==> config.mk <==
export PLATFORM = sky130hd
export DESIGN_NAME = issueStage
export DESIGN_NICKNAME = d
export VERILOG_FILES = /design/src/issuePkg.sv /design/src/issueStage.sv /design/src/commitTracker.sv /design/src/hazardCheck.sv /design/src/ringBufferControl.sv
export VERILOG_INCLUDE_DIRS = /design/src /design/src/src
export SDC_FILE = /design/constraint.sdc
export NUM_CORES = 1
export LEC_CHECK = 0
export ABC_CLOCK_PERIOD_IN_PS = 4400
export BUFFER_PORTS_ARGS = -buffer_cell sky130_fd_sc_hd__buf_2
export CAP_MARGIN = 20
export CORE_MARGIN = 2
export CORE_UTILIZATION = 45
export CTS_BUF_LIST = sky130_fd_sc_hd__clkbuf_2
export CTS_CLUSTER_DIAMETER = 200
export DETAILED_ROUTE_END_ITERATION = 16
export GPL_TIMING_DRIVEN = 0
export MAX_ROUTING_LAYER = met4
export PLACE_DENSITY = 0.7
export SLEW_MARGIN = 40
export SYNTH_ARGS = -nofsm -noshare
export SYNTH_HDL_FRONTEND = slang
export SYNTH_SLANG_ARGS = --single-unit
export TNS_END_PERCENT = 10
==> constraint.sdc <==
create_clock -name clock -period 4.4 [get_ports clock]
set_clock_uncertainty 0.2 [all_clocks]
set_input_delay 0.88 -clock clock [delete_from_list [all_inputs] [get_ports clock]]
set_output_delay 0.88 -clock clock [all_outputs]
set_load 0.01 [all_outputs]
==> src/issue_settings.svh <==
// Sizes of the issue stage. HAZARD_ENTRIES sets the table depth and the
// number of instructions that can be in flight at once.
`ifndef ISSUE_SETTINGS_SVH
`define ISSUE_SETTINGS_SVH

// Hazard table depth
`define HAZARD_ENTRIES 8

// Register number bits, the vector flag sits above them
`define REG_NO_WIDTH 3

// Slice length field
`define SLICE_LEN_WIDTH 4

// Cycles from issue strobe to commit pulse
`define EXEC_LATENCY 10

`endif
==> src/issuePkg.sv <==
// Types shared by the issue stage. Widths follow issue_settings.svh.
`default_nettype none

`include "issue_settings.svh"

package issuePkg;

	// Vector flag in the top bit, register number below
	typedef logic [`REG_NO_WIDTH:0] regIndex_t;

	typedef logic [`SLICE_LEN_WIDTH-1:0] sliceLen_t;

	typedef logic [$clog2(`HAZARD_ENTRIES)-1:0] entryNo_t;

	typedef struct packed {
		logic      valid;
		regIndex_t index;
	} operand_t;

	typedef struct packed {
		operand_t  dst;
		operand_t  src1;
		operand_t  src2;
		operand_t  src3;
		sliceLen_t sliceLen;
	} instr_t;

	typedef struct packed {
		logic rar;
		logic raw;
		logic war;
		logic waw;
	} hazard_t;

	// Issued instruction with the table slot it holds
	typedef struct packed {
		instr_t   instr;
		entryNo_t entryNo;
	} issue_t;

endpackage

`default_nettype wire

==> src/issueStage.sv <==
// Issue stage top. Commits come back from the fixed-latency model,
// no external execution units attach here.
`timescale 1ns/1ps
`default_nettype none

module issueStage (
	input  wire logic               clock,
	input  wire logic               reset,
	input  wire logic               req,
	input  wire logic               slice,
	input  wire issuePkg::instr_t   instr,
	output logic                    stall,
	output logic                    issueValid,
	output issuePkg::issue_t        issued,
	output issuePkg::hazard_t       hazards,
	output logic                    commitValid,
	output issuePkg::entryNo_t      commitNo
);

	hazardCheck i_hazardCheck (
		.clock       (clock),
		.reset       (reset),
		.req         (req),
		.slice       (slice),
		.instr       (instr),
		.commitValid (commitValid),
		.commitNo    (commitNo),
		.stall       (stall),
		.issueValid  (issueValid),
		.issued      (issued),
		.hazards     (hazards)
	);

	// Entry numbers return in ring order
	commitTracker i_commitTracker (
		.clock       (clock),
		.reset       (reset),
		.issueValid  (issueValid),
		.issueNo     (issued.entryNo),
		.commitValid (commitValid),
		.commitNo    (commitNo)
	);

endmodule

`default_nettype wire

==> src/commitTracker.sv <==
// Fixed-latency stand-in for the execution units. Commits leave in issue
// order, EXEC_LATENCY cycles after each issue strobe.
`timescale 1ns/1ps
`default_nettype none

`include "issue_settings.svh"

module commitTracker (
	input  wire logic               clock,
	input  wire logic               reset,
	input  wire logic               issueValid,
	input  wire issuePkg::entryNo_t issueNo,
	output logic                    commitValid,
	output issuePkg::entryNo_t      commitNo
);

	localparam int countWidth = $clog2(`HAZARD_ENTRIES + 1) + 1;
	localparam issuePkg::entryNo_t lastNo = issuePkg::entryNo_t'(`HAZARD_ENTRIES - 1);

	logic [`EXEC_LATENCY-1:0] validPipe;
	issuePkg::entryNo_t       noPipe [`EXEC_LATENCY];
	logic [countWidth-1:0]    outstanding;
	issuePkg::entryNo_t       oldestNo;

	always_ff @(posedge clock) begin
		if (reset) begin
			validPipe <= '0;
		end else begin
			validPipe[0] <= issueValid;
			for (int i = 1; i < `EXEC_LATENCY; i++) begin
				validPipe[i] <= validPipe[i-1];
			end
		end
	end

	always_ff @(posedge clock) begin
		noPipe[0] <= issueNo;
		for (int i = 1; i < `EXEC_LATENCY; i++) begin
			noPipe[i] <= noPipe[i-1];
		end
	end

	assign commitValid = validPipe[`EXEC_LATENCY-1];
	assign commitNo    = noPipe[`EXEC_LATENCY-1];

	//////////////////////////////////////////////////////////////////////
	// In-order check
	//////////////////////////////////////////////////////////////////////

	always_ff @(posedge clock) begin
		if (reset) begin
			outstanding <= '0;
			oldestNo    <= '0;
		end else begin
			outstanding <= outstanding + countWidth'(issueValid) - countWidth'(commitValid);
			if (commitValid) begin
				oldestNo <= (oldestNo == lastNo) ? '0 : oldestNo + 1'b1;
			end
		end
	end

	assert property (@(posedge clock) disable iff (reset)
		commitValid |-> (outstanding != '0) && (commitNo == oldestNo))
		else $error("commitTracker: commit out of order");

	assert property (@(posedge clock) disable iff (reset)
		outstanding <= countWidth'(`HAZARD_ENTRIES))
		else $error("commitTracker: more in flight than table entries");

endmodule

`default_nettype wire

==> src/hazardCheck.sv <==
// Hazard table and issue decision. stall is combinational from req and instr;
// instr must stay stable while stall is high.
`timescale 1ns/1ps
`default_nettype none

`include "issue_settings.svh"

module hazardCheck (
	input  wire logic               clock,
	input  wire logic               reset,
	input  wire logic               req,
	input  wire logic               slice,
	input  wire issuePkg::instr_t   instr,
	input  wire logic               commitValid,
	input  wire issuePkg::entryNo_t commitNo,
	output logic                    stall,
	output logic                    issueValid,
	output issuePkg::issue_t        issued,
	output issuePkg::hazard_t       hazards
);

	issuePkg::instr_t   hazardTable [`HAZARD_ENTRIES];
	issuePkg::hazard_t  hazNow;
	issuePkg::entryNo_t writeNo;
	issuePkg::entryNo_t readNo;
	logic               full;
	logic               tableEmpty;
	logic               blocked;
	logic               accept;

	function automatic logic opMatch(issuePkg::operand_t a, issuePkg::operand_t b);
		return a.valid & b.valid & (a.index == b.index); // Vector bit included
	endfunction

	//////////////////////////////////////////////////////////////////////
	// Comparison against every live entry
	//////////////////////////////////////////////////////////////////////

	always_comb begin
		issuePkg::operand_t offSrc [3];
		issuePkg::operand_t entSrc [3];
		logic               sliced;

		hazNow    = '0;
		offSrc[0] = instr.src1;
		offSrc[1] = instr.src2;
		offSrc[2] = instr.src3;
		for (int e = 0; e < `HAZARD_ENTRIES; e++) begin
			entSrc[0] = hazardTable[e].src1;
			entSrc[1] = hazardTable[e].src2;
			entSrc[2] = hazardTable[e].src3;
			sliced    = slice & (hazardTable[e].sliceLen != '0);
			hazNow.waw |= opMatch(instr.dst, hazardTable[e].dst);
			for (int s = 0; s < 3; s++) begin
				hazNow.raw |= opMatch(offSrc[s], hazardTable[e].dst);
				hazNow.war |= opMatch(instr.dst, entSrc[s]);
				for (int k = 0; k < 3; k++) begin
					hazNow.rar |= sliced & opMatch(offSrc[s], entSrc[k]);
				end
			end
		end
	end

	// RAR is reported only
	assign blocked = hazNow.raw | hazNow.war | hazNow.waw;
	assign stall   = req & (blocked | full);
	assign accept  = req & ~stall;

	//////////////////////////////////////////////////////////////////////
	// Table update
	//////////////////////////////////////////////////////////////////////

	always_ff @(posedge clock) begin
		if (reset) begin
			for (int e = 0; e < `HAZARD_ENTRIES; e++) begin
				hazardTable[e] <= '0;
			end
		end else begin
			if (commitValid) begin
				hazardTable[commitNo].dst.valid  <= 1'b0;
				hazardTable[commitNo].src1.valid <= 1'b0;
				hazardTable[commitNo].src2.valid <= 1'b0;
				hazardTable[commitNo].src3.valid <= 1'b0;
			end
			if (accept) begin
				hazardTable[writeNo] <= instr; // Never the committing slot
			end
		end
	end

	ringBufferControl i_ringBufferControl (
		.clock   (clock),
		.reset   (reset),
		.write   (accept),
		.read    (commitValid),
		.writeNo (writeNo),
		.readNo  (readNo),
		.full    (full),
		.empty   (tableEmpty)
	);

	//////////////////////////////////////////////////////////////////////
	// Registered outputs
	//////////////////////////////////////////////////////////////////////

	always_ff @(posedge clock) begin
		if (reset) begin
			issueValid <= 1'b0;
			hazards    <= '0;
		end else begin
			issueValid <= accept;
			hazards    <= req ? hazNow : '0;
		end
	end

	always_ff @(posedge clock) begin
		if (accept) begin
			issued.instr   <= instr;
			issued.entryNo <= writeNo;
		end
	end

	// Slot being filled was cleared by its earlier commit
	assert property (@(posedge clock) disable iff (reset)
		accept |-> !(hazardTable[writeNo].dst.valid | hazardTable[writeNo].src1.valid
			| hazardTable[writeNo].src2.valid | hazardTable[writeNo].src3.valid))
		else $error("hazardCheck: issue into a slot still in use");

	// Ring count and table valid bits agree; commit slot is the ring head
	assert property (@(posedge clock) disable iff (reset)
		(tableEmpty |-> (hazNow == '0)) and (commitValid |-> (commitNo == readNo)))
		else $error("hazardCheck: table out of step with ring");

endmodule

`default_nettype wire

==> src/ringBufferControl.sv <==
// Ring allocation of hazard table slots. Writes and reads are strobes;
// the caller must not write when full or read when empty.
`timescale 1ns/1ps
`default_nettype none

`include "issue_settings.svh"

module ringBufferControl (
	input  wire logic               clock,
	input  wire logic               reset,
	input  wire logic               write,
	input  wire logic               read,
	output issuePkg::entryNo_t      writeNo,
	output issuePkg::entryNo_t      readNo,
	output logic                    full,
	output logic                    empty
);

	localparam int countWidth = $clog2(`HAZARD_ENTRIES + 1);
	localparam issuePkg::entryNo_t lastNo = issuePkg::entryNo_t'(`HAZARD_ENTRIES - 1);

	logic [countWidth-1:0] count;

	assign full  = (count == countWidth'(`HAZARD_ENTRIES));
	assign empty = (count == '0);

	always_ff @(posedge clock) begin
		if (reset) begin
			writeNo <= '0;
			readNo  <= '0;
			count   <= '0;
		end else begin
			if (write) begin
				writeNo <= (writeNo == lastNo) ? '0 : writeNo + 1'b1;
			end
			if (read) begin
				readNo <= (readNo == lastNo) ? '0 : readNo + 1'b1;
			end
			case ({write, read})
				2'b10:   count <= count + 1'b1;
				2'b01:   count <= count - 1'b1;
				default: count <= count; // Both or neither
			endcase
		end
	end

	assert property (@(posedge clock) disable iff (reset) !(write && full))
		else $error("ringBufferControl: write while full");

	assert property (@(posedge clock) disable iff (reset) !(read && empty))
		else $error("ringBufferControl: read while empty");

endmodule

`default_nettype wire

==> results of run 1 <==
## routing by layer
| layer | vias to the layer above | global-route usage | wire length [um] |
|---|---|---|---|
| met2 | 965 | 0.4614 | 25890 |
| li1 | 5900 | - | - |
| met1 | 6635 | 0.4033 | 23280 |
| met3 | 227 | 0.09215 | 7652 |
| met4 | 0 | 0.1601 | 3247 |
| met5 | - | - | 0 |
## placed cells by master (no fill, tap or decap), drive strengths merged, types with 16 or more instances in the layout
cell,instances
xor2,367
edfxtp,219
buf,170
clkbuf,157
xnor2,133
nor4,106
and2,76
and3,74
nand3,63
dfxtp,52
nand2,51
and4,50
nor3,43
nand4,37
clkinv,29
dlygate4sd3,23
inv,17
o21ai,16
## per-stage QoR
step | utilization | setup TNS, ps | cell area [um2] | setup WS [ps]
6_report | 0.5113 | -193.4 | 19080 | -193.4
4_1_cts | 0.5080 | -37.77 | 18950 | -37.77
5_1_grt | 0.5113 | -284.9 | 19080 | -157.7
2_1_floorplan | - | 0 | 16930 | 0.6013
3_5_place_dp | 0.4792 | -65550 | 17880 | -1119
3_3_place_gp | 0.4782 | -74370 | 17840 | -1059
## area by class of cell
class                      count  area (um2)
buffer                       140       897.1
multi-input combinational   1118        8457
clock inverter                35       215.2
timing repair buffer         106       716.9
fill                        3371       18230
inverter                      13       48.80
tap                          474       593.1
sequential                   271        7617
clock buffer                 104       520.5
antenna                        5       12.51
## worst min path at each step
stage                                                    start                                   end  slack (ps)
after floorplan           i_commitTracker.noPipe[0][0]$_DFF_P_  i_commitTracker.noPipe[1][0]$_DFF_P_         110
after global placement    i_commitTracker.noPipe[6][1]$_DFF_P_  i_commitTracker.noPipe[7][1]$_DFF_P_         110
after detailed placement  i_commitTracker.noPipe[5][1]$_DFF_P_  i_commitTracker.noPipe[6][1]$_DFF_P_         110
after CTS                                            instr[23]    i_hazardCheck.issued[26]$_DFFE_PP_         0.8
after global routing                                  instr[1]     i_hazardCheck.issued[4]$_DFFE_PP_          60
final                                                 instr[1]     i_hazardCheck.issued[4]$_DFFE_PP_         110
## worst max-delay path: stages
cell and delay [ps]:
buf_2 220, clkbuf_1 640, nand3_1 160, o41ai_1 840
nor4_4 120, nand3_4 230, nor3_4 60, buf_6 120
nor2b_1 90, buf_2 130
## sequential cells by signal, summed over array words and instances (netlist names)
signal and cells:
i_hazardCheck.hazardTable 192, i_commitTracker.noPipe 30, i_hazardCheck.issued 27, i_commitTracker.validPipe 10, i_hazardCheck.hazards 4, i_hazardCheck.i_ringBufferControl.count 4
i_hazardCheck.i_ringBufferControl.writeNo 3, i_hazardCheck.issueValid 1
## power breakdown
| group | switching [uW] | internal, uW | total (uW) |
|---|---|---|---|
| clock network | 1160 | 785 | 1950 |
| logic | 851 | 500 | 1350 |
| registers | 172 | 2970 | 3140 |
## cell families after synthesis
logic type               synth area share
multiplexers                     0.001776
buffers and inverters             0.05454
AND/OR/NAND/NOR                    0.1992
XOR/XNOR                           0.2590
adder cells (fa/ha/maj)          0.004884
AO/OA/AOI/OAI                     0.03012
flip-flops                         0.4505
## timing repair
| action | CTS | global route |
|---|---|---|
| endpoints found under the setup margin | 2 | 2 |
| resized for setup | 10 | 5 |
| cloned | 0 | 1 |
| pin swaps | 7 | 5 |
| hold buffers | 22 | 1 |
| buffers inserted | 10 | 8 |
| endpoints found under the hold margin | 24 | 1 |
==> results.ini, run 1 <==
[outcome]
status=finished with violations
violations=negative setup slack

[logic_synthesis]
syn_inst=1548
yosysSeqAreaShare=0.4505
synth-edff-count=219
async_reset_ff_frac=0
ys_types=58
ys_warn_count=0
synth_top_area_cell=edfxtp_1
synth-main-ff-cell=edfxtp_1
syn_avg_cell_area_um2=10.92
yosysMostFrequentCell=xor2_1
ys_ff_latch=271
syn-num-nets=1582
synth_area_leaders=edfxtp_1 (39%), xor2_1 (19%), xnor2_1 (6.9%), dfxtp_1 (6.2%), nor4_1 (3.7%)
syn_area_um2=16910
synthTopCellsByCount=xor2_1 (367), edfxtp_1 (219), xnor2_1 (133)
yosysTopAreaCellShare=0.3889

[detailed_routing]
firstDrtPassIters=6
drcViolationCount=0
routed_via_density=6.058
wl_mm=60.07
dr.first_iter.drc_count=1947
via_count=13730
wl_per_cell_um=26.51
ant_nets=0

[floorplanning]
initial_core_util=0.4532
die_w_um=197.8
die_area_um2=39140
coreArea_um2=37310
die_height_um=197.8
ioPinCount=65
num_rows=71

[sta]
fin_crit_sh=1.044
max_slew_margin=0.3300
rsz0062_at_grt=true
holdWs_ps=108.3
hold_viol_final=0
max_freq_mhz=217.7
timing.final.ws_setup_ps=-193.4
min_period_ps=4593
slew_violations=0
finalSetupViolCount=1
tightest_slew_ps=992.0

[place]
gp_congestion=0.9944
dp_hpwl_mm=39.92
placed_cells=2086
port_buffers=63

[cts]
cts_sinks=271
cts_buffers=76
clk_latency_ps=1030
cts_tree=done
cts_buffer_depth=3
ctsHtreeMaxLevel=3
root_buffer=clkbuf_2
path_clk_slew_ps=90

[grt]
antenna_found_initial=6
grt_pass1_wl_mm=86.35
grt_pass1_vias=13220
grt_usage=0.3175
grt_max_degree=37
gr-total-overflow=0

[setup_path]
startpoint_type=primary input
r2r-end=i_hazardCheck.i_ringBufferControl.count[3]$_SDFFE_PP0P_
arrival_ps=3510
crit_end=stall
r2r_cells=18
path_class=in -> out
reg2reg_setup_slack_ps=30
crit_path_start=instr[23]
cp.required_ps=3320
rr_startpoint=i_hazardCheck.hazardTable[2][19]$_SDFFCE_PN0P_
crit_fanout=10
cp-end-kind=primary output

[final_layout]
final_layout_size_suffix_gt1_frac=0.1936
layoutNonFillerInstCount=2266
area.growth.synth_to_final_pct=12.83
final_net_count=1760

[power]
ir_worst_vdd_mv=0.2094
finalPower_uw=6436
leakage_uw=0.007716
power_density_nw_per_um2=337.3

[hold_path]
whs_path_depth=1
hp-class=in -> reg

[flow_run]
maxCapViolCount=0

Note: power is estimated with default switching activity, not from simulation.
==> run 2: changes to the inputs <==
Settings changed: CORE_ASPECT_RATIO from default to 1.2, CORE_UTILIZATION 45 to 59, PLACE_DENSITY 0.7 to 0.87.
==> run 2 against run 1 <==
The run ends with negative hold slack, negative setup slack left. Final cell count fell by 4.3%. Cell area fell by 0.91%. First-iteration DRC count grew 11%. Sequential power barely moved. Utilization is 16 points higher. Clock power down 12%. Largest power group unchanged.
==> results.ini, run 2 (synthesis gave the netlist of run 1 again) <==
[outcome]
status=finished with violations
violations=negative hold slack, negative setup slack

[final_layout]
multiInputGateArea_um2=8444
fill_cells=2096
reg_top3=i_hazardCheck.hazardTable: 192 flops, i_commitTracker.noPipe: 30 flops, i_hazardCheck.issued: 27 flops
design_area_um2=18910
final_common_cell=xor2_1
register_area_um2=7617
final_net_count=1762
area.growth.synth_to_final_pct=11.81
regMostFlops=i_hazardCheck.hazardTable
final_cell_mix=xor2_1 (367), edfxtp_1 (219), xnor2_1 (133)
largest_reg_flops=192
final_layout_size_suffix_gt1_frac=0.1961

[detailed_routing]
wl_mm=58.69
routed_via_density=6.471
firstDrtPassIters=6
ant_nets=0
dr.first_iter.drc_count=2156
drcViolationCount=0
wl_per_cell_um=27.07
via_count=14030

[setup_path]
startpoint_type=flip-flop
path_cells=o211ai_1 -> nor4b_2 -> nor4_2 -> and4_4 -> nand3_4 -> nor3_4 -> buf_6 -> nor2b_1 -> buf_2
worst-path-buf-inv=2
arrival_ps=3410
cp.required_ps=3320
crit_fanout=5
crit_slowest_cell=edfxtp_1
path_delay_family=simple AND/OR/NAND/NOR gates
critical_path.max_stage_delay_ps=530
r2r_cells=16
cp_num_cells=9
cp-end-kind=primary output
path_class=reg -> out

[grt]
grt_max_degree=37
grt_usage=0.4014
gr-total-overflow=0
grt_pass1_vias=13590
antenna_found_initial=4
grt_pass1_wl_mm=84.13

[sta]
fin_crit_sh=1.020
hold_viol_final=1
min_period_ps=4488
finalSetupViolCount=1
max_slew_margin=0.2991
fin_tns_setup_ps=-87.78
holdWs_ps=-19.37
max_freq_mhz=222.8
tightest_slew_ps=1051
slew_violations=0
timing.final.ws_setup_ps=-87.78

[hold_path]
hp-class=in -> reg
whs_path_depth=1

[power]
power_density_nw_per_um2=329.0
ir_worst_vdd_mv=0.3385
leakage_uw=0.007682

[place]
placed_cell_area_um2=17750
dp_hpwl_mm=38.46
port_buffers=63
gp_congestion=1.064

[flow_run]
maxCapViolCount=0

[floorplanning]
ioPinCount=65
die_w_um=158.5
num_rows=67
die_height_um=189.4
coreArea_um2=28080
initial_core_util=0.6021
die_area_um2=30030

[cts]
root_buffer=clkbuf_2
cts_buffer_depth=3
clk_latency_ps=1050
path_clk_slew_ps=110
cts_tree=done
ctsHtreeMaxLevel=3
cts_sinks=271
cts_buffers=67

[run 2: cell types whose count changed in the layout (fill, tap and decap cells not counted), sizes merged]
cell         delta
buf            +15
clkinv         -11
clkbuf          -7
dlygate4sd3     -5
clkinvlp        +4
diode           +4
bufinv          -2
inv             -1
[run 2: worst reg2reg max path, cell delays in order (launching register included)]
cell,delay [ps]
edfxtp_1,530
o211ai_1,280
nor4b_2,100
nor4_2,530
and4_4,380
nand3_4,140
nor3_4,260
buf_6,160
buf_16,170
inv_1,70
ha_1,220
ha_1,290
a21o_1,200
a21oi_2,160
xnor2_1,90
or3_1,310
a21oi_1,150
[run 2: stage by stage]
step	power (uW)	util	setup WS, ps	hold slack [ps]	instances
5_1_grt	6393	0.6730	-92.81	-30.13	2166
4_1_cts	6104	0.6653	12.24	12.33	2139
3_3_place_gp	4365	0.6311	-1039	109.8	1990
2_1_floorplan	3975	-	0.6013	109.6	1548
6_report	6220	0.6732	-87.78	-19.37	2168
3_5_place_dp	4414	0.6320	-1208	112.1	1991
[run 2: cell type report]
type,count,share of cell area
antenna,9,0.001191
sequential,271,0.4029
buffer,141,0.04811
tap,379,0.02508
timing repair buffer,116,0.04103
inverter,13,0.002780
clock inverter,25,0.006817
multi-input combinational,1118,0.4467
clock buffer,96,0.02541
[run 2: path summary, 6_finish.rpt]
path,from,end,slack (ps)
hold reg to reg,i_commitTracker.noPipe[7][2]$_DFF_P_,i_commitTracker.noPipe[8][2]$_DFF_P_,110
setup reg to reg,i_hazardCheck.hazardTable[5][10]$_SDFFCE_PN0P_,i_hazardCheck.i_ringBufferControl.count[3]$_SDFFE_PP0P_,160
hold / removal,instr[13],i_hazardCheck.issued[16]$_DFFE_PP_,-20
setup / recovery,i_hazardCheck.hazardTable[5][10]$_SDFFCE_PN0P_,stall,-90
[run 2: report_power, final]
group	leakage (uW)	internal (uW)	switching (uW)	total, uW
logic	0.00456	507	854	1360
registers	0.00267	2970	169	3140
clock network	0.000453	608	1120	1720
[run 2: layer usage]
metal / global-route usage / part of all wire
met2: 0.5852 / 0.43
met4: 0.2720 / 0.084
met5: - / 0
met3: 0.1174 / 0.14
met1: 0.4785 / 0.34
[run 2: timing repair]
item	4_1_cts	5_1_grt
cloned	0	1
pin swaps	5	8
setup endpoints to repair	2	2
buffers inserted	13	20
gates resized for setup	13	6
hold endpoints to repair	18	0
hold buffers	18	0
